**src/rtl/cache_pkg.sv**
```systemverilog
package cache_pkg;

  // 16-byte lines, 64 sets, rest of the 32-bit address is tag
  localparam int OFFSET_W = 4;
  localparam int INDEX_W  = 6;
  localparam int TAG_W    = 22;

  // one cache line, two 64-bit beats
  typedef logic [127:0] line_t;

  typedef struct packed {
    logic [TAG_W-1:0]    tag;
    logic [INDEX_W-1:0]  index;
    logic [OFFSET_W-1:0] offset;
  } addr_fields_t;

  // same address word, seen raw or split for lookup
  typedef union packed {
    logic [31:0]  word;
    addr_fields_t fields;
  } addr_u;

  // core fetch request
  typedef struct packed {
    addr_u addr;
  } core_req_t;

  // core fetch response
  typedef struct packed {
    logic [63:0] data;
    logic        err;
  } core_rsp_t;

endpackage

```
**src/rtl/tag_array.sv**
```systemverilog
module tag_array (
  input  logic                          clock,
  input  logic                          arst_n,
  input  logic                          lookup_en,
  input  logic [cache_pkg::INDEX_W-1:0] index,
  input  logic [cache_pkg::TAG_W-1:0]   lookup_tag,
  input  logic                          fill_en,
  input  logic                          flush_en,
  output logic                          tag_hit,
  output logic                          tag_valid
);

  localparam int SETS = 1 << cache_pkg::INDEX_W;

  logic [SETS-1:0]               valid_q;
  logic [cache_pkg::TAG_W-1:0]   tag_mem [SETS];
  logic [cache_pkg::TAG_W-1:0]   tag_rd;
  logic [cache_pkg::TAG_W-1:0]   tag_q;
  logic [cache_pkg::INDEX_W-1:0] index_q;

  // valid bits live in flops so a flush clears all sets at once
  always_ff @(posedge clock or negedge arst_n) begin
    if (!arst_n) begin
      valid_q <= '0;
    end else if (flush_en) begin
      valid_q <= '0;
    end else if (fill_en) begin
      valid_q[index_q] <= 1'b1;
    end
  end

  always_ff @(posedge clock) begin
    if (lookup_en) begin
      tag_rd  <= tag_mem[index];
      tag_q   <= lookup_tag;
      index_q <= index;
    end
    // fill reuses the tag and set captured at lookup
    if (fill_en) begin
      tag_mem[index_q] <= tag_q;
    end
  end

  // compare cycle
  assign tag_hit   = tag_rd == tag_q;
  assign tag_valid = valid_q[index_q];

  a_no_fill_and_flush: assert property (
    @(posedge clock) disable iff (!arst_n) !(fill_en && flush_en)
  );

endmodule

```
**config.mk**
```make
export PLATFORM = sky130hd
export DESIGN_NAME = tag_array
export DESIGN_NICKNAME = d
export VERILOG_FILES = /design/src/rtl/cache_pkg.sv /design/src/rtl/tag_array.sv
export SDC_FILE = /design/constraint.sdc
export NUM_CORES = 1
export LEC_CHECK = 0
export BUFFER_PORTS_ARGS = -buffer_cell sky130_fd_sc_hd__buf_4
export CORE_UTILIZATION = 63
export CTS_CLUSTER_DIAMETER = 80
export DETAILED_ROUTE_END_ITERATION = 6
export PLACE_DENSITY_LB_ADDON = 0.15
export SLEW_MARGIN = 20
export SYNTH_ARGS = -nofsm -noshare
export SYNTH_HDL_FRONTEND = slang
export SYNTH_SLANG_ARGS = --single-unit
```
**constraint.sdc**
```tcl
create_clock -name clock -period 4 [get_ports clock]
set_clock_uncertainty 0.05 [all_clocks]
set_input_delay 0.4 -clock clock [delete_from_list [all_inputs] [get_ports clock]]
set_output_delay 0.4 -clock clock [all_outputs]
set_load 0.02 [all_outputs]
```
# == Yosys cells after proc, flatten, opt, wreduce, memory -nomap -nowiden ==
# Memories as Yosys holds them, arrays and structs flattened. A register that Yosys moved wholly into a read port is not among the register bits.
# Index checks and enable logic that the tools add are counted.
# classes
n_lt_le_gt_ge,2
eq_ne,1
n_mux,8
n_bitwise,1
reduce_logical,2
# op_table
operator,count
2-to-1 mux 64 bit,2
OR 64 bit,1
== test 22 bit,1
< comparator 6 x 7 -> 1 bit (second input constant),1
binary-select mux 1 bit (select 6 bit),1
demux 1 bit (select 6 bit),1
greater-or-equal comparator 6 x 1 -> 1 bit (second input constant),1
2-to-1 mux 1 bit,4
nonzero test 2 bit,1
logical AND 1 bit,1
# totals
ff_bits,92
ram_bits,1408
out_inout_bits,2
elab_cells,18
mem_count,1
# mem_list
memory,depth,width,read_ports,rd_clocked_by_memory_dff,write_ports,line,rtl
tag_mem,64,22,1,1,1,tag_array.sv:16,logic [cache_pkg::TAG_W-1:0] tag_mem [SETS];

# == Longest topological paths before layout ==
# Gate-level depths: netlist of the first run.
# logic_depth
depth_word,7
mapped_depth,10
ltp_nobuf,5

# == Worst setup path after synthesis of the first run ==
# OpenSTA, ideal clock, no wires.
# synth_timing
kind,reg-to-reg
start,register index_q[0] (netlist name)
end,memory tag_mem[31][0] (netlist name) (enable)
setup_ns,0.402
arrival_ns,2.428
t_required_ns,3.548
slack_ns,1.120
path_stages_with_launch,6
period_less_slack_ns,2.880
cell_sequence,edfxtp_1 > buf_2 > buf_2 > clkbuf_1 > nand4_1 > nor2_1
# synth_rtl
element,line,rtl
from (decl),tag_array.sv:19,logic [cache_pkg::INDEX_W-1:0] index_q;
from (signal assigned),tag_array.sv:36,index_q <= index;
to (decl),tag_array.sv:16,
# No word-level cell before the write port.

# == Final worst setup path of the first run ==
# layout_timing
start,register index_q[2] (netlist name)
end,output port tag_valid
# layout_via
elab_chain_len,2
# layout_rtl
element,line,rtl
binary-select mux 1 bit (select 6 bit),tag_array.sv:46,assign tag_valid = valid_q[index_q];
2-to-1 mux 1 bit (implied by the code),tag_array.sv:46,
to (decl),tag_array.sv:10,output logic tag_valid
# No other way between the ends. The select of a mux whose other input is x is not followed.

==> summary.log, run 1 <==
[status] status finished with violations
[status] failing checks design-rule violations
[sta] endpoints failing setup 0
[yosys] sequential share of the synthesized area 0.778
[die] die area 93800 um^2
[clock_tree] number of levels in the clock H-tree 4
[yosys] register bit count reported by yosys 1522
[global_route] initial antenna violation count 7
[global_route] wire length of the first global-routing pass 201000 um
[clock_tree] clock tree buffer depth 3
[clock_tree] CTS tree done
[layout] net total in the final layout 2916
[die] standard-cell rows 111
[critical_path] worst path cell trace mux4_2 > mux2i_1 > o22ai_1 > nor2_1 > nand4_1 > buf_4
[route] number of nets with antenna violations after detailed routing 0
[die] area inside the core boundary 91700 um^2
[clock_tree] CTS sink cnt 1522
[layout] layout overhead on the synthesized area 12.9%
[route] post-route DRC violation count 2
[route] drt first-iter violations 3845
[sta] worst-margin pin slew 1.15 ns
[route] met2 wirelength from detailed routing 66500 um
[layout] proportion of layout cells with a drive suffix above 1 0.300
[critical_path] required time at the worst-slack endpoint 3.55 ns
[critical_path] worst reg2reg path startpoint index_q[2]
[route] met1 wire length 53100 um
[die] I/O pin total 35
[die] Initial Utilization 0.636
[clock_tree] number of buffers created by CTS 149
[critical_path] Worst R2R End tag_mem[61][18]
[route] number of detailed-route iterations in the first pass 7
[critical_path] worst setup slack for register-to-register paths 0.83 ns
[route] length of routed met3 wiring 16000 um
[worst_hold_path] source of the worst hold timing path index[2]
[sta] clock period minus final worst setup slack 3.86 ns
[critical_path] arrival time reported for the critical path endpoint 3.41 ns
[clock_tree] CTS Root Cell sky130_fd_sc_hd__clkbuf_16
[yosys] average instance area after synthesis 21.7 um^2
[route] wire length after detailed routing 140000 um
[route] uppermost signal routing layer after detailed routing met5
[yosys] area leader, netlist sky130_fd_sc_hd__edfxtp_1
[critical_path] Critical Path Max Stage Delay 1.11 ns
[placement] post-detailed-placement half-perimeter wirelength 75300 um
[clock_tree] clk_lat worst skew 0.76 ns
[pwr] IR drop worst, VDD 598 uV
[critical_path] CP Launch Type flip-flop
[critical_path] path type of the worst setup path reg2out
[pwr] Cell Pwr Density 500 nW/um^2
[critical_path] Worst setup EP type output port
[critical_path] depth of the most critical reg-to-reg path 4
[critical_path] CP max stage cell sky130_fd_sc_hd__edfxtp_1
[yosys] dominant cells by area after synthesis sky130_fd_sc_hd__edfxtp_1 (75%), sky130_fd_sc_hd__mux4_2 (14%), sky130_fd_sc_hd__dfrtp_1 (2.7%)
[route] via count normalized by instance count 6.87
[sta] final count of hold timing violations 0
[global_route] number of global-route vias before repair 29.3k
[clock_tree] number of resized instances in the post-cts repair step 0
[sta] final worst path period share 0.964
[global_route] aggregate global routing overflow 0
[route] final routed wire length divided by cell count 33.3 um
[placement] count of buffers from port buffering 34
[yosys] number of warnings issued by yosys 0
[yosys] post-synthesis cell area 58300 um^2
[sta] RSZ-0062 raised after global routing no
[worst_hold_path] Worst Hold Path EP index_q[2]
[yosys] count of different cell masters after synthesis 38
[die] Die Span Y 306 um
[yosys] Syn Inst Count 2682
[layout] count of fill cells added during filler insertion 5235
[sta] highest clock frequency the design can meet 259 MHz
[sta] aggregate negative setup slack 0 ns
[pwr] leakage 21.1 nW
[route] Via Count 28.8k
[yosys] area share of the largest cell type after synthesis 0.751
[flow_run] max-capacitance violation count 0
[worst_hold_path] class of the worst hold path in2reg
[global_route] maximum number of pins on one net before global-route repair 66
[critical_path] maximum fanout encountered on the critical timing path 25
[worst_hold_path] cell count of the worst hold path 1
[global_route] overall track demand over capacity in global routing 0.306
[pwr] total power 0.0329 W
[yosys] Synthesized Nets 2715
[sta] final count of pins violating max slew 0
[sta] Worst slew margin 0.233
[placement] Placer Congestion 0.890
[die] die boundary width 306 um
[clock_tree] clock-pin slew of the registers on the worst-case setup and hold paths 0.06 ns
## registers in the layout (all words and copies together), names as in the netlist
register  flops
tag_mem    1408
valid_q      64
tag_rd       22
index_q       6
tag_q        22
## synthesized netlist by cell type, drive strengths merged
master,number
a211oi,1
a21o,1
a21oi,4
a221oi,1
a22oi,2
and2,1
and3,1
and3b,1
buf,76
clkbuf,74
dfrtp,64
edfxtp,1458
inv,1
mux2,104
mux2i,57
mux4,350
nand2,7
nand2b,3
nand3,9
nand3b,5
nand4,4
nor2,220
nor2b,4
nor4,5
o211ai,1
o21ai,86
o21bai,2
o221ai,34
o22ai,79
or2,2
or3,1
or3b,2
xnor2,4
xor2,18
## power breakdown
part / internal [W] / total [W] / switching (W)
clock network: 0.00767 / 0.0134 / 0.00576
registers: 0.0177 / 0.0178 / 0.0000790
logic: 0.000605 / 0.00174 / 0.00114
total: 0.0260 / 0.0329 / 0.00698
## metal layers
metal,vias to the layer above,track usage
li1,11589,-
met1,15180,0.440
met2,1772,0.470
met3,248,0.0765
met4,4,0.0994
met5,-,0
## critical path, delay by kind of cell (launching register included)
kind	cells	cell delay (ns)
compound gates	1	0.12
buf+inv	1	0.28
flops	1	1.11
mux	2	0.64
simple gates	2	0.48
## placed cells by master, fill, tap and decap left out, types with 2 or more instances in the layout
master / Yosys / routed
sky130_fd_sc_hd__mux4_2: 350 / 350
sky130_fd_sc_hd__xnor2_1: 4 / 4
sky130_fd_sc_hd__clkbuf_8: 0 / 5
sky130_fd_sc_hd__clkinv_2: 0 / 23
sky130_fd_sc_hd__a22oi_1: 2 / 2
sky130_fd_sc_hd__xor2_1: 18 / 18
sky130_fd_sc_hd__or2_2: 2 / 2
sky130_fd_sc_hd__clkinv_8: 0 / 3
sky130_fd_sc_hd__o21bai_1: 2 / 2
sky130_fd_sc_hd__nor4_1: 5 / 5
sky130_fd_sc_hd__buf_8: 0 / 2
sky130_fd_sc_hd__nand3_1: 9 / 9
sky130_fd_sc_hd__a21oi_1: 4 / 4
sky130_fd_sc_hd__dlygate4sd3_1: 0 / 24
sky130_fd_sc_hd__o21ai_1: 17 / 17
sky130_fd_sc_hd__or3b_2: 2 / 2
sky130_fd_sc_hd__inv_6: 0 / 7
sky130_fd_sc_hd__buf_4: 23 / 149
sky130_fd_sc_hd__mux2_2: 104 / 104
sky130_fd_sc_hd__o22ai_1: 79 / 79
sky130_fd_sc_hd__clkinv_1: 0 / 38
sky130_fd_sc_hd__o21ai_0: 69 / 69
sky130_fd_sc_hd__bufinv_16: 0 / 8
sky130_fd_sc_hd__mux2i_1: 57 / 57
sky130_fd_sc_hd__nor2_2: 0 / 64
sky130_fd_sc_hd__nand2b_1: 3 / 2
sky130_fd_sc_hd__nand2_1: 7 / 7
sky130_fd_sc_hd__edfxtp_1: 1458 / 1458
sky130_fd_sc_hd__diode_2: 0 / 2
sky130_fd_sc_hd__o221ai_1: 34 / 34
sky130_fd_sc_hd__nand4_1: 4 / 4
sky130_fd_sc_hd__nand3b_1: 5 / 5
sky130_fd_sc_hd__nor2_1: 220 / 156
sky130_fd_sc_hd__clkbuf_16: 0 / 154
sky130_fd_sc_hd__buf_12: 0 / 25
sky130_fd_sc_hd__nor2b_1: 4 / 4
sky130_fd_sc_hd__clkbuf_1: 74 / 34
sky130_fd_sc_hd__dfrtp_1: 64 / 64
## what timing repair did
item / CTS / global route
endpoints found under the hold margin: 87 / 0
buffers inserted: 0 / 2
endpoints found under the setup margin: 0 / 1
hold buffers: 24 / 0
## area by class of cell
class | count | area, um^2 | area share
tap | 1186 | 1480 | 0.0225
clock inverter | 80 | 627 | 0.00952
multi-input combinational | 1009 | 12400 | 0.188
inverter | 1 | 8.76 | 0.000133
timing repair buffer | 200 | 1890 | 0.0287
antenna | 2 | 5.00 | 0.0000760
sequential | 1522 | 45400 | 0.689
clock buffer | 193 | 4050 | 0.0615
## worst max path at each step
stage	from	end	slack [ns]	cells past startpoint
after floorplan	index_q[0]	tag_mem[31][0]	1.12	5
after global placement	index[1]	tag_rd[7]	0.46	8
after detailed placement	index[1]	tag_rd[7]	0.52	8
after CTS	index_q[0]	tag_valid	0.18	6
after global routing	index_q[2]	tag_valid	0.15	6
final	index_q[2]	tag_valid	0.14	6
## stage by stage
step                      hold WS [ns]  cells  area, um^2  setup slack [ns]  utilization
after floorplan                 0.0544   2682       58300              1.12            -
after CTS                       0.0651   4189       65800             0.184        0.718
after global routing            0.0545   4191       65800             0.147        0.718
after detailed placement         0.435   3892       60900             0.525        0.664
final                           0.0791   4193       65800             0.143        0.718
after global placement           0.425   3892       60900             0.459        0.664
## cell families (layout without fill, tap and decap cells)
logic type,after synthesis,in the layout,synth area share
other,0,2,0
XOR/XNOR,22,22,0.00330
buffers and inverters,151,474,0.0125
AND/OR/NAND/NOR,265,265,0.0187
AO/OA/AOI/OAI,211,211,0.0224
multiplexers,511,511,0.165
flip-flops,1522,1522,0.778
Power figures use the tool's default switching activity.
==> inputs of run 2 (changes only) <==
--- a/config.mk
+++ b/config.mk
@@ -6,6 +6,7 @@
 export NUM_CORES = 1
 export LEC_CHECK = 0
 export BUFFER_PORTS_ARGS = -buffer_cell sky130_fd_sc_hd__buf_4
+export CORE_ASPECT_RATIO = 0.6
 export CORE_UTILIZATION = 63
 export CTS_CLUSTER_DIAMETER = 80
 export DETAILED_ROUTE_END_ITERATION = 6
==> summary.log, run 2 (same netlist as run 1, synthesis figures left out) <==
[status] status finished clean
[die] die boundary width 395 um
[sta] aggregate negative setup slack 0 ns
[route] number of detailed-route iterations in the first pass 6
[clock_tree] CTS tree done
[layout] registers with the most flip-flops tag_mem: 1408 flops, valid_q: 64 flops
[placement] Post-Place Cell Area 61000 um^2
[critical_path] Worst setup EP type output port
[critical_path] Critical Path Max Stage Delay 0.64 ns
[layout] net total in the final layout 2928
[clock_tree] clock-pin slew of the registers on the worst-case setup and hold paths 0.07 ns
[critical_path] CP Launch Type flip-flop
[layout] proportion of layout cells with a drive suffix above 1 0.303
[route] number of nets with antenna violations after detailed routing 0
[placement] dpl ws 0.201 ns
[critical_path] maximum fanout encountered on the critical timing path 2
[sta] final worst path period share 0.973
[route] via count normalized by instance count 6.85
[clock_tree] CTS sink cnt 1522
[sta] clock period minus final worst setup slack 3.89 ns
[route] wire length after detailed routing 141000 um
[layout] final std cell area, no fill 65500 um^2
[layout] commonest non-fill, non-tap cell in the layout sky130_fd_sc_hd__edfxtp_1
[die] I/O pin total 35
[die] standard-cell rows 86
[clock_tree] number of levels in the clock H-tree 4
[critical_path] cell occurring most often along the worst timing path sky130_fd_sc_hd__buf_4
[critical_path] arrival time reported for the critical path endpoint 3.44 ns
[global_route] aggregate global routing overflow 0
[layout] most frequent cells in the layout sky130_fd_sc_hd__edfxtp_1 (1458), sky130_fd_sc_hd__mux4_2 (350), sky130_fd_sc_hd__buf_4 (187)
[global_route] wire length of the first global-routing pass 203000 um
[pwr] total power 0.0323 W
[global_route] maximum number of pins on one net before global-route repair 69
[global_route] overall track demand over capacity in global routing 0.310
[layout] number of flip-flops under the largest register name 1408
[sta] Worst slew margin 0.232
[sta] final count of hold timing violations 0
[die] Die Span Y 238 um
[flow_run] max-capacitance violation count 0
[route] drt first-iter violations 3724
[global_route] initial antenna violation count 6
[critical_path] Largest delay share family, worst path simple AND/OR/NAND/NOR gates
[sta] worst-margin pin slew 1.15 ns
[sta] endpoints failing setup 0
[sta] RSZ-0062 raised after global routing no
[clock_tree] clock tree buffer depth 3
[clock_tree] number of buffers created by CTS 134
[worst_hold_path] class of the worst hold path in2reg
[layout] largest reg by FF count tag_mem
[die] Initial Utilization 0.635
[pwr] leakage 21.0 nW
[die] area inside the core boundary 91800 um^2
[placement] post-detailed-placement half-perimeter wirelength 76000 um
[route] final routed wire length divided by cell count 33.4 um
[route] Via Count 29.0k
[critical_path] worst path buffer plus inverter count 2
[layout] layout overhead on the synthesized area 12.4%
[critical_path] worst path cell trace xor2_1 > nor4_1 > nand4_1 > nor4_2 > buf_4 > buf_4
[sta] highest clock frequency the design can meet 257 MHz
[critical_path] path type of the worst setup path reg2out
[global_route] number of global-route vias before repair 28.9k
[die] die area 93800 um^2
[placement] count of buffers from port buffering 34
[critical_path] required time at the worst-slack endpoint 3.55 ns
[critical_path] CP max stage cell sky130_fd_sc_hd__edfxtp_1
[clock_tree] CTS Root Cell sky130_fd_sc_hd__clkbuf_16
[pwr] IR drop worst, VDD 457 uV
[clock_tree] clk_lat worst skew 0.75 ns
[placement] Placer Congestion 0.925
[sta] final worst slack 0.106 ns
[sta] final count of pins violating max slew 0
[route] post-route DRC violation count 0
[pwr] Cell Pwr Density 492 nW/um^2
-- run 2: path summary, 6_finish.rpt --
check | startpoint | end | slack [ns] | cells after the start
max in group asynchronous | arst_n | valid_q[52] | 3.02 | 2
setup reg to reg | index_q[2] | tag_mem[55][12] | 0.82 | 3
setup / recovery | tag_rd[6] | tag_hit | 0.11 | 6
hold reg to reg | valid_q[52] | valid_q[52] | 0.45 | 2
min in group asynchronous | arst_n | valid_q[39] | 0.30 | 2
hold / removal | index[3] | index_q[3] | 0.06 | 1
-- run 2: final cells by class --
type                            instances  area (um^2)
Inverter                                1         8.76
Antenna cell                            2         5.00
Sequential cell                      1522        45400
Multi-Input combinational cell       1009        12400
Clock buffer                          176         3720
Clock inverter                         61          542
Fill cell                            5274        26300
Tap cell                             1232         1540
Timing Repair Buffer                  227         1940
-- run 2: timing repair --
| action | in CTS | in global routing |
|---|---|---|
| buffers inserted | 0 | 7 |
| hold buffers | 25 | 0 |
| setup endpoints to repair | 0 | 2 |
| endpoints found under the hold margin | 88 | 0 |
| resized for setup | 0 | 1 |
-- run 2: per-layer routing --
| layer | GRT usage | wire length, um | part of all wire |
|---|---|---|---|
| met3 | 0.0834 | 17400 | 0.12 |
| met5 | 0.0240 | 331 | 0.0023 |
| met4 | 0.0988 | 3690 | 0.026 |
| met1 | 0.462 | 55700 | 0.39 |
| met2 | 0.452 | 64200 | 0.45 |
-- run 2: worst register-to-register path, delay by kind of cell (launching register included) --
kind	cells	cell delay, ns
flops	1	1.11
buf+inv	1	0.50
simple gates	2	1.14
-- run 2: stage by stage --
| step | hold WS [ns] | util | cells |
|---|---|---|---|
| finish | 0.0642 | 0.714 | 4230 |
| global route | 0.0592 | 0.714 | 4228 |
| global placement | 0.423 | 0.664 | 3959 |
| detailed placement | 0.434 | 0.664 | 3959 |
| floorplan | 0.0544 | - | 2682 |
| CTS | 0.0370 | 0.713 | 4221 |
-- run 2: power breakdown --
part           internal (W)  total [W]  switching [W]
registers            0.0177     0.0178      0.0000883
clock network       0.00719     0.0127        0.00556
logic              0.000617    0.00176        0.00114
