==> config.mk <==
export PLATFORM = sky130hd
export DESIGN_NAME = refill_buffer
export DESIGN_NICKNAME = d
export VERILOG_FILES = /design/src/rtl/axi_pkg.sv /design/src/rtl/cache_pkg.sv /design/src/rtl/refill_buffer.sv
export SDC_FILE = /design/constraint.sdc
export NUM_CORES = 1
export LEC_CHECK = 0
export ABC_AREA = 1
export BUFFER_PORTS_ARGS = -buffer_cell sky130_fd_sc_hd__buf_2
export CAP_MARGIN = 20
export CORE_UTILIZATION = 40
export CTS_CLUSTER_SIZE = 25
export DETAILED_ROUTE_END_ITERATION = 16
export GPL_TIMING_DRIVEN = 0
export HOLD_SLACK_MARGIN = 0.15
export PLACE_DENSITY_LB_ADDON = 0.05
export RECOVER_POWER = 100
export SLEW_MARGIN = 40
export SYNTH_ARGS = -nofsm -noshare
export SYNTH_HDL_FRONTEND = slang
export SYNTH_SLANG_ARGS = --single-unit
==> constraint.sdc <==
create_clock -name clock -period 3.52 [get_ports clock]
set_input_delay 0.704 -clock clock [delete_from_list [all_inputs] [get_ports clock]]
set_output_delay 0.704 -clock clock [all_outputs]
set_load 0.01 [all_outputs]
==> src/rtl/axi_pkg.sv <==
package axi_pkg;

  // read address channel payload, valid/ready travel beside it
  typedef struct packed {
    logic [31:0] addr;
    logic [3:0]  id;
    logic [7:0]  len;
    logic [2:0]  size;
    logic [1:0]  burst;
  } ar_chan_t;

  // read data channel payload
  typedef struct packed {
    logic [63:0] data;
    logic [1:0]  resp;
    logic        last;
    logic [3:0]  id;
  } r_chan_t;

  // burst type
  localparam logic [1:0] BURST_INCR = 2'b01;

  // response code
  localparam logic [1:0] RESP_OKAY = 2'b00;

  // 8 bytes per beat, one full data bus word
  localparam logic [2:0] SIZE_8B = 3'b011;

endpackage

==> src/rtl/cache_pkg.sv <==
package cache_pkg;

  // 16-byte lines, 64 sets, rest of the 32-bit address is tag
  localparam int OFFSET_W = 4;
  localparam int INDEX_W  = 6;
  localparam int TAG_W    = 22;

  // one cache line, two 64-bit beats
  typedef logic [127:0] line_t;

  typedef struct packed {
    logic [TAG_W-1:0]    tag;
    logic [INDEX_W-1:0]  index;
    logic [OFFSET_W-1:0] offset;
  } addr_fields_t;

  // same address word, seen raw or split for lookup
  typedef union packed {
    logic [31:0]  word;
    addr_fields_t fields;
  } addr_u;

  // core fetch request
  typedef struct packed {
    addr_u addr;
  } core_req_t;

  // core fetch response
  typedef struct packed {
    logic [63:0] data;
    logic        err;
  } core_rsp_t;

endpackage

==> src/rtl/refill_buffer.sv <==
module refill_buffer #(
  parameter logic [3:0] AXI_ID = 4'd0
) (
  input  logic             clock,
  input  logic             arst_n,
  input  logic             refill_start,
  input  logic             r_valid,
  input  logic             r_ready,
  input  axi_pkg::r_chan_t r,
  output cache_pkg::line_t line,
  output logic             line_done,
  output logic             line_err
);

  logic beat;
  logic beat_bad;
  logic cnt_q;
  logic err_q;

  assign beat     = r_valid && r_ready;
  // bad response or a beat meant for another id
  assign beat_bad = (r.resp != axi_pkg::RESP_OKAY) || (r.id != AXI_ID);

  always_ff @(posedge clock or negedge arst_n) begin
    if (!arst_n) begin
      cnt_q <= 1'b0;
      err_q <= 1'b0;
    end else if (refill_start) begin
      cnt_q <= 1'b0;
      err_q <= 1'b0;
    end else if (beat) begin
      cnt_q <= ~cnt_q;
      err_q <= err_q || beat_bad;
    end
  end

  // beat 0 fills the low half, beat 1 the high half
  always_ff @(posedge clock) begin
    if (beat) begin
      if (cnt_q) begin
        line[127:64] <= r.data;
      end else begin
        line[63:0] <= r.data;
      end
    end
  end

  assign line_done = beat && r.last;
  assign line_err  = err_q || (beat && beat_bad);

  // two-beat burst, rlast marks the second one
  a_last_on_second: assert property (
    @(posedge clock) disable iff (!arst_n) beat && r.last |-> cnt_q
  );

endmodule

## After elaboration in Yosys (flattened, before gate mapping)

Index checks and enable logic that the tools add are counted.

| cells by class | value |
|---|---|
| muxes and demuxes | 4 |
| bitwise gates (word level) | 1 |
| reductions and logical operators | 11 |

Operator list:

| kind | number |
|---|---|
| 1-bit 2-to-1 mux | 4 |
| 2-bit AND reduction | 2 |
| 2-bit nonzero test | 2 |
| 4-bit nonzero test | 1 |
| 1-bit logical AND | 3 |
| 1-bit logical OR | 3 |
| 1-bit NOT | 1 |

| word-level totals | value |
|---|---|
| word-level logic and storage cells | 20 |
| input port bits | 76 |
| bits in registers | 130 |

## Longest topological paths before layout

Gate-level depths: netlist of the first run.

| logic depth | value |
|---|---|
| word-level depth | 5 |
| gate-level depth with buffers | 4 |
| gate-level depth less buffers | 4 |

## Worst setup path before layout of the first run

Ideal clock, no wire load.

| timing | value |
|---|---|
| path type | input port to flip-flop |
| start | input port r_valid |
| end | register line[0] (enable) |
| data required time | 3.034 ns |
| stages on the path | 2 |
| setup slack | -0.429 ns |
| arrival | 3.463 ns |
| buffers on the path | 0 |
| cells stage by stage | nand2_2 nor2_1 |

| between the ends | value |
|---|---|
| longest elaborated chain between the ends | 2 |

RTL lines:

| item | RTL line | text |
|---|---|---|
| start, declared | refill_buffer.sv:7 | `input logic r_valid,` |
| 1-bit logical AND | refill_buffer.sv:20 | `assign beat = r_valid && r_ready;` |
| 2-bit AND reduction (no source line) | - |  |
| end signal, assigned | refill_buffer.sv:43 | `line[63:0] <= r.data;` |
| end, declared | refill_buffer.sv:10 | `output cache_pkg::line_t line,` |

Every way passes these cells.
A chain may end at the register's enable or synchronous reset.

## Worst setup path after layout of the first run

| timing | value |
|---|---|
| start | input port r_valid |
| end | register line[60] (enable) |

Same word-level chain as after synthesis.

==> flow_metrics.py, run 1 <==
metrics = {
    "synth": {
        "ys_seq_area_share_pct": 97.9,
        "synth_seq_cells": 130,
        "syn-num-nets": 223,
        "yosys_warnings": 0,
        "syn_inst": 147,
        "synth.area.top_cells": "edfxtp_1 97%, dfrtp_1 1.3%, nor2_1 0.57%",
        "postSynthAreaPerCell_sq_um": 27.1,
        "yosysTopAreaCell": "edfxtp_1",
        "synth_cell_types": 11,
        "syn_area_sq_um": 3980,
        "synth_top_area_share_pct": 96.6,
    },
    "clocking": {
        "cts_buffer_depth": 2,
        "cts_buffers": 17,
        "ctsHtreeMaxLevel": 4,
        "path_clk_slew_ps": 60,
        "cts_tree": "done",
        "clock_sinks": 130,
        "insertion_delay_ps": 500,
        "post_cts_buffers": 0,
        "cts-root-buf": "clkbuf_8",
    },
    "timing": {
        "clock_skew_ps": 9.61,
        "tightest_slew_ps": 1320,
        "maxSlewHeadroom_pct": 11.8,
        "hold_violations": 0,
        "layout_min_cycle_time_ps": 2540,
        "fmax_mhz": 393,
        "slew_violations": 0,
        "min_period_over_period_pct": 72.3,
        "rsz0062_at_grt": "false",
        "setup_viol": 0,
    },
    "global_route": {
        "grt.total_usage_pct": 15.6,
        "antenna_found_initial": 0,
        "grt_overflow": 0,
        "grt_max_degree": 19,
        "grt_pass1_vias": 2084,
        "grt_pass1_wl_mm": 11.0,
    },
    "placement": {
        "port_buffers": 205,
        "placed_area_sq_um": 5370,
        "gp_congestion": 0.657,
        "hpwl_mm": 5.73,
    },
    "finish": {
        "antennaDiodeCount": 0,
        "final_common_cell": "clkbuf_1",
        "num-fill-cells": 863,
        "regArea_sq_um": 3890,
        "mostFrequentLayoutCells": "165 x clkbuf_1, 128 x edfxtp_1, 50 x buf_2",
        "areaGrowthSynthToFinish_pct": 39.7,
        "fin_area_sq_um": 5560,
        "multi_input_area_sq_um": 63.8,
        "drive_above_1_share_pct": 20.7,
        "final_nets": 456,
    },
    "setup_path": {
        "path_cells": "buf_2, nand2_1, nor2_1, buf_16, clkbuf_1",
        "crit_slowest_cell": "nor2_1",
        "start_kind": "input port",
        "end_kind": "flip-flop",
        "worstPathRequired_ps": 3650,
        "arrival_ps": 2670,
        "cp_slowest_stage_delay_ps": 1010,
        "crit_path_max_fanout": 14,
        "crit_type": "in2reg",
    },
    "die": {
        "core_sq_um": 9680,
        "dieArea_sq_um": 10400,
        "die_height_um": 102,
        "initial_utilization_pct": 41.1,
        "die_w_um": 102,
        "ios": 206,
        "num_rows": 36,
    },
    "route": {
        "dr_total_vias": 2255,
        "post_drt_wl_per_cell_um": 15.5,
        "avgViaCountPerCell": 4.30,
        "drtPass1Iterations": 4,
        "drc": 0,
        "ant_nets": 0,
        "wl_mm": 8.13,
        "drtIter0Drc": 56,
    },
    "job": {
        "drv_cap": 0,
    },
    "power_and_ir_drop": {
        "leakagePower_nw": 1.90,
        "peakVddDrop_uv": 280,
        "total_power_mw": 3.33,
        "p_per_area_nw_per_um2": 599,
    },
    "worst_hold_path": {
        "hp-class": "in2reg",
    },
    "status": {
        "status": "finished, final reports clean",
    },
}
## Yosys cell counts
| library cell | number |
|---|---|
| nor2_2 | 1 |
| nor2_1 | 6 |
| nor3_2 | 1 |
| dfrtp_1 | 2 |
| nand2_2 | 2 |
| nand2_1 | 1 |
| a21oi_2 | 1 |
| clkinv_2 | 1 |
| nand3_1 | 1 |
| edfxtp_1 | 128 |
| inv_1 | 3 |
## per-layer routing
layer / track usage, % / routed length [um]
met5: 0 / 0
met4: 7.69 / 74
met3: 8.21 / 791
met2: 24.9 / 4060
met1: 17.0 / 3200
## state kept, by name, indices dropped and copies added, names as in the netlist
name / count
line: 128
cnt_q: 1
err_q: 1
## cells by family after synthesis
kind of cell	share of synthesized area [%]
DFF	97.9
and+or+nand+nor	1.51
buffers and inverters	0.409
AOI/OAI and AO/OA	0.220
## where the power goes
group,switching (mW),internal (mW)
logic,0.0922,0.0551
registers,0.0111,1.76
clock network,0.565,0.843
## path summary, 6_finish.rpt
kind / start / to / slack [ps] / cells after the start
worst min-delay path: refill_start / err_q$_DFFE_PN0P_ / 370 / 2
max in group asynchronous: arst_n / err_q$_DFFE_PN0P_ / 2830 / 2
min in group asynchronous: arst_n / cnt_q$_DFFE_PN0P_ / 550 / 2
worst max-delay path: r_valid / line[60]$_DFFE_PP_ / 980 / 5
worst max register to register: cnt_q$_DFFE_PN0P_ / line[60]$_DFFE_PP_ / 980 / 3
worst min register to register: err_q$_DFFE_PN0P_ / err_q$_DFFE_PN0P_ / 530 / 2
## critical path, delay by kind of cell
family / cells / cell delay (ps)
AND/OR/NAND/NOR: 2 / 1120
buffers and inverters: 3 / 850
## metrics by stage
| step | hold WS (ps) | instances | setup slack, ps | util [%] | TNS [ps] |
|---|---|---|---|---|---|
| final | 371 | 524 | 975 | 57.4 | 0 |
| after global routing | 349 | 524 | 777 | 57.4 | 0 |
| after CTS | 342 | 524 | 1490 | 60.4 | 0 |
| after detailed placement | 497 | 493 | 1440 | 55.4 | 0 |
| after global placement | 494 | 485 | -541 | 53.4 | -66360 |
| after floorplan | 408 | 147 | 612 | - | 0 |
## area by class of cell
cell class	count	share of cell area, %
Multi-Input combinational cell	13	1.15
Sequential cell	130	70.1
Clock buffer	22	7.79
Tap cell	133	2.99
Inverter	4	0.293
Clock inverter	8	0.743
Timing Repair Buffer	214	17.0
## what timing repair did
item	in CTS	in global routing
hold buffers	1	0
endpoints found under the setup margin	0	0
endpoints found under the hold margin	2	0
gates resized for setup	0	0
Power figures use the tool's default switching activity.
==> run 2, diff against run 1 <==
==> constraint.sdc (replaced) <==
create_clock -name clock -period 2.12 [get_ports clock]
set_input_delay 0.424 -clock clock [delete_from_list [all_inputs] [get_ports clock]]
set_output_delay 0.424 -clock clock [all_outputs]
set_load 0.01 [all_outputs]
==> run 2 against run 1 <==
Die area is the same. Register-to-register slack lost 680 ps. Via count grew 9.5%. Critical path type is now reg2reg. Sequential share of layout area shrank 8.7 points. Worst hold slack lost 110 ps. Sequential cell count is the same. Largest cell class unchanged. Routed wire length grew 1.9%. Largest power group unchanged.
==> flow_metrics.py, run 2 (synthesized netlist as in run 1, its figures left out) <==
metrics = {
    "status": {
        "status": "finished, final reports clean",
    },
    "die": {
        "die_height_um": 102,
        "num_rows": 36,
        "die_w_um": 102,
        "initial_utilization_pct": 41.1,
        "core_sq_um": 9680,
        "ios": 206,
        "dieArea_sq_um": 10400,
    },
    "timing": {
        "hold_violations": 0,
        "setup_viol": 0,
        "hold_ws_ps": 262,
        "slew_violations": 0,
        "rsz0062_at_grt": "false",
        "tightest_slew_ps": 491,
        "layout_min_cycle_time_ps": 1820,
        "fmax_mhz": 548,
        "maxSlewHeadroom_pct": 67.2,
        "min_period_over_period_pct": 86.0,
        "fin_tns_setup_ps": 0,
        "clock_skew_ps": 5.90,
    },
    "worst_hold_path": {
        "hp-class": "in2async",
    },
    "global_route": {
        "grt_pass1_vias": 2400,
        "antenna_found_initial": 0,
        "grt_overflow": 0,
        "grt_pass1_wl_mm": 11.5,
        "grt_max_degree": 20,
        "grt.total_usage_pct": 15.6,
    },
    "setup_path": {
        "rrSetupSlack_ps": 300,
        "r2r_start": "cnt_q$_DFFE_PN0P_",
        "regToRegEndpoint": "line[64]$_DFFE_PP_",
        "path_cells": "inv_1, nor2_4, buf_8, buf_16, clkbuf_4",
        "crit_type": "reg2reg",
        "start_kind": "flip-flop",
        "path_buf_inv": 4,
        "end_kind": "flip-flop",
        "arrival_ps": 1990,
        "cpLargestDelayFamily": "buffers and inverters",
        "crit_slowest_cell": "dfrtp_1",
        "reg2regPathDepth": 5,
        "cp_slowest_stage_delay_ps": 400,
        "worstPathRequired_ps": 2290,
        "crit_path_max_fanout": 19,
    },
    "placement": {
        "gp_congestion": 0.694,
        "hpwl_mm": 5.40,
        "port_buffers": 205,
        "placed_cells_incl_taps": 492,
    },
    "finish": {
        "num-fill-cells": 772,
        "final_nets": 520,
        "mostFrequentLayoutCells": "158 x clkbuf_1, 128 x edfxtp_1, 66 x dlygate4sd3_1",
        "areaGrowthSynthToFinish_pct": 59.6,
        "drive_above_1_share_pct": 19.3,
        "top_register": "line",
        "largest_reg_flops": 128,
        "antennaDiodeCount": 0,
        "top_regs": "line (128), cnt_q (1), err_q (1)",
        "instances_no_fill": 590,
        "final_common_cell": "clkbuf_1",
    },
    "clocking": {
        "cts_buffers": 17,
        "insertion_delay_ps": 490,
        "cts_resized": 0,
        "ctsHtreeMaxLevel": 4,
        "cts_buffer_depth": 2,
        "path_clk_slew_ps": 60,
        "cts-root-buf": "clkbuf_8",
        "cts_tree": "done",
        "clock_sinks": 130,
    },
    "power_and_ir_drop": {
        "switching_power_mw": 1.20,
        "leakagePower_nw": 2.23,
        "p_int_mw": 4.99,
        "p_seq_share_pct": 47.5,
        "comb_power_share_pct": 5.5,
        "peakVddDrop_uv": 559,
        "p_per_area_nw_per_um2": 975,
        "sw_frac_of_total_pct": 19.4,
        "clockPowerShare_pct": 47.0,
        "total_power_mw": 6.19,
    },
    "route": {
        "wl_mm": 8.28,
        "post_drt_wl_per_cell_um": 14.0,
        "drtPass1Iterations": 6,
        "avgViaCountPerCell": 4.19,
        "drtIter0Drc": 52,
        "dr_total_vias": 2470,
        "ant_nets": 0,
        "drc": 0,
    },
    "job": {
        "drv_cap": 0,
    },
}
[run 2: what timing repair did]
action / in CTS / in global routing
hold buffers: 66 / 0
setup buffers: 0 / 0
endpoints found under the hold margin: 132 / 0
[run 2: through the flow]
stage | util, % | area, sq um | worst slack [ps]
2_1_floorplan | - | 3990 | 204
3_3_place_gp | 53.5 | 5180 | -483
3_5_place_dp | 54.9 | 5310 | 260
4_1_cts | 67.9 | 6580 | 394
5_1_grt | 65.6 | 6350 | 177
6_report | 65.6 | 6350 | 297
[run 2: final cells by class]
cell class	count	area (sq um)	area share, %
Clock buffer	18	418	6.58
Timing Repair Buffer	278	1590	25.1
Multi-Input combinational cell	13	75.1	1.18
Tap cell	133	166	2.62
Sequential cell	130	3890	61.3
Inverter	4	16.3	0.256
Clock inverter	14	188	2.96
[run 2: metal layers]
layer	part of all wire [%]	wire, um	track usage (%)
met2	52	4310	27.2
met4	1.4	115	7.92
met5	0	0	0
met3	7.8	649	5.94
met1	39	3210	16.5
[run 2: worst max-delay path by stage]
stage          slack, ps  depth (start not counted)                   to         startpoint
2_1_floorplan        200                          2  line[100]$_DFFE_PP_            r_valid
5_1_grt              180                          5   line[64]$_DFFE_PP_  cnt_q$_DFFE_PN0P_
4_1_cts              390                          5   line[96]$_DFFE_PP_  cnt_q$_DFFE_PN0P_
3_5_place_dp         260                          6   line[76]$_DFFE_PP_            r_valid
3_3_place_gp        -480                          3   line[76]$_DFFE_PP_            r_valid
6_report             300                          5   line[64]$_DFFE_PP_  cnt_q$_DFFE_PN0P_
[run 2: power by group through the flow]
stage | clock, mW | sequential (mW) | combinational (mW)
after detailed placement | 0 | 2.99 | 0.275
after global placement | 0 | 2.99 | 0.249
final | 2.91 | 2.94 | 0.338
after floorplan | 0 | 3.04 | 0.0426
after CTS | 2.97 | 2.94 | 0.372
after global routing | 3.09 | 2.95 | 0.366
[run 2: worst reg2reg max path: cells and delay by family (launching register included)]
| kind | cells | cell delay [ps] |
|---|---|---|
| DFF | 1 | 400 |
| buffers and inverters | 4 | 760 |
| and+or+nand+nor | 1 | 330 |
==> run 3, diff against run 2 <==
--- a/config.mk
+++ b/config.mk
@@ -8,7 +8,7 @@
 export ABC_AREA = 1
 export BUFFER_PORTS_ARGS = -buffer_cell sky130_fd_sc_hd__buf_2
 export CAP_MARGIN = 20
-export CORE_UTILIZATION = 40
+export CORE_UTILIZATION = 44
 export CTS_CLUSTER_SIZE = 25
 export DETAILED_ROUTE_END_ITERATION = 16
 export GPL_TIMING_DRIVEN = 0
==> constraint.sdc (replaced) <==
create_clock -name clock -period 1.8 [get_ports clock]
set_input_delay 0.36 -clock clock [delete_from_list [all_inputs] [get_ports clock]]
set_output_delay 0.36 -clock clock [all_outputs]
set_load 0.01 [all_outputs]
==> run 3 against run 2 <==
Non-clock buffer count grew 1. Final area decreased by 0.97%. Sequential power up 18%. Largest cell class unchanged.
==> flow_metrics.py, run 3 (synthesized netlist as in run 1, its figures left out) <==
metrics = {
    "status": {
        "status": "finished, final reports clean",
    },
    "finish": {
        "antennaDiodeCount": 0,
        "num-fill-cells": 652,
        "final_nets": 521,
        "final_common_cell": "clkbuf_1",
        "largest_reg_flops": 128,
        "mostFrequentLayoutCells": "165 x clkbuf_1, 128 x edfxtp_1, 67 x dlygate4sd3_1",
        "top_regs": "line (128), cnt_q (1), err_q (1)",
        "top_register": "line",
        "drive_above_1_share_pct": 18.4,
        "final_core_util_pct": 72.1,
        "instances_no_fill": 565,
        "areaGrowthSynthToFinish_pct": 58.1,
    },
    "die": {
        "die_w_um": 97.1,
        "num_rows": 34,
        "initial_utilization_pct": 45.6,
        "core_sq_um": 8720,
        "dieArea_sq_um": 9430,
        "die_height_um": 97.1,
        "ios": 206,
    },
    "setup_path": {
        "worstPathRequired_ps": 1980,
        "cp-endpoint": "line[56]$_DFFE_PP_",
        "cp.depth": 3,
        "cp_slowest_stage_delay_ps": 430,
        "start_kind": "flip-flop",
        "regToRegEndpoint": "line[56]$_DFFE_PP_",
        "end_kind": "flip-flop",
        "rrSetupSlack_ps": 130,
        "cpLargestDelayFamily": "buffers and inverters",
        "crit_type": "reg2reg",
        "arrival_ps": 1850,
        "r2r_start": "cnt_q$_DFFE_PN0P_",
        "path_cells": "nor2_4, buf_8, clkbuf_4",
        "crit_slowest_cell": "dfrtp_1",
        "startpoint": "cnt_q$_DFFE_PN0P_",
        "crit_path_max_fanout": 19,
        "path_buf_inv": 2,
        "reg2regPathDepth": 3,
    },
    "route": {
        "ant_nets": 0,
        "wl_met3_um": 723,
        "highest_layer": "met4",
        "post_drt_wl_per_cell_um": 15.6,
        "avgViaCountPerCell": 4.49,
        "dr_total_vias": 2537,
        "drtPass1Iterations": 4,
        "wl_mm": 8.81,
        "met1_length_mm": 3.36,
        "dr_wl_met2_mm": 4.50,
        "drtIter0Drc": 101,
        "drc": 0,
    },
    "timing": {
        "slew_violations": 0,
        "min_period_over_period_pct": 92.7,
        "clock_skew_ps": 4.33,
        "layout_min_cycle_time_ps": 1670,
        "maxSlewHeadroom_pct": 67.2,
        "fin_tns_setup_ps": 0,
        "setup_viol": 0,
        "hold_violations": 0,
        "tightest_slew_ps": 491,
        "hold_ws_ps": 235,
        "fmax_mhz": 599,
        "rsz0062_at_grt": "false",
    },
    "clocking": {
        "cts_buffer_depth": 2,
        "path_clk_slew_ps": 60,
        "cts-root-buf": "clkbuf_8",
        "insertion_delay_ps": 510,
        "clock_sinks": 130,
        "cts_buffers": 17,
        "ctsHtreeMaxLevel": 4,
        "post_cts_buffers": 0,
        "cts_resized": 0,
        "cts_tree": "done",
    },
    "power_and_ir_drop": {
        "leakagePower_nw": 2.20,
        "p_per_area_nw_per_um2": 1140,
        "total_power_mw": 7.17,
        "peakVddDrop_uv": 865,
    },
    "placement": {
        "hpwl_mm": 5.85,
        "port_buffers": 205,
        "gp_congestion": 0.697,
        "placed_cells_incl_taps": 467,
    },
    "job": {
        "drv_cap": 0,
    },
    "global_route": {
        "grt_max_degree": 20,
        "grt_overflow": 0,
        "grt_pass1_wl_mm": 13.3,
        "grt.total_usage_pct": 19.3,
        "antenna_found_initial": 0,
        "grt_pass1_vias": 2644,
    },
    "worst_hold_path": {
        "hp-class": "in2reg",
    },
}
run 3: cell types whose count changed in the layout (fill, tap and decap cells not counted), sizes merged:
cell and delta:
dlygate4sd3 +1, buf -7, clkinvlp -1, clkinv +1, bufinv -1, clkbuf +7
run 3: routing by layer:
| metal | track usage [%] | vias up |
|---|---|---|
| met1 | 21.2 | 1187 |
| met3 | 7.41 | 18 |
| met2 | 32.2 | 139 |
| met5 | 0 | - |
| li1 | - | 1193 |
| met4 | 10.9 | 0 |
run 3: final cells by class:
cell class	count	area, sq um	share of cell area [%]
flip-flops and latches	130	3890	61.9
clock buffers	18	418	6.65
well taps	108	135	2.15
inverters	4	16.3	0.259
repair buffers	279	1570	24.9
multi-input cells	13	95.1	1.51
clock inverters	13	163	2.59
run 3: worst min path at each step:
stage / from / endpoint / slack, ps / cells past startpoint
final: r[5] / err_q$_DFFE_PN0P_ / 230 / 5
after global routing: r[5] / err_q$_DFFE_PN0P_ / 250 / 5
after CTS: r[5] / err_q$_DFFE_PN0P_ / 210 / 5
after detailed placement: arst_n / err_q$_DFFE_PN0P_ / 150 / 1
after global placement: arst_n / err_q$_DFFE_PN0P_ / 150 / 1
after floorplan: arst_n / cnt_q$_DFFE_PN0P_ / 60 / 0
run 3: what timing repair did:
item                                    4_1_cts  5_1_grt
endpoints found under the setup margin        0        0
hold buffers                                 67        0
hold endpoints to repair                    132        0
run 3: stage by stage:
stage | worst slack, ps | instance area, sq um
5_1_grt | 32.6 | 6290
4_1_cts | 102 | 6560
6_report | 131 | 6290
2_1_floorplan | -26.4 | 4010
3_3_place_gp | -693 | 5170
3_5_place_dp | -11.8 | 5310
run 3: worst min-delay path: cells and delay by family:
kind	cells	cell delay, ps
AND/OR/NAND/NOR	3	160
AO/OA/AOI/OAI	1	100
buffers and inverters	1	80
run 3: report_power, final:
part / internal [mW] / switching [mW]
clock: 2.10 / 1.21
combinational: 0.193 / 0.206
sequential: 3.44 / 0.0239
total: 5.73 / 1.44
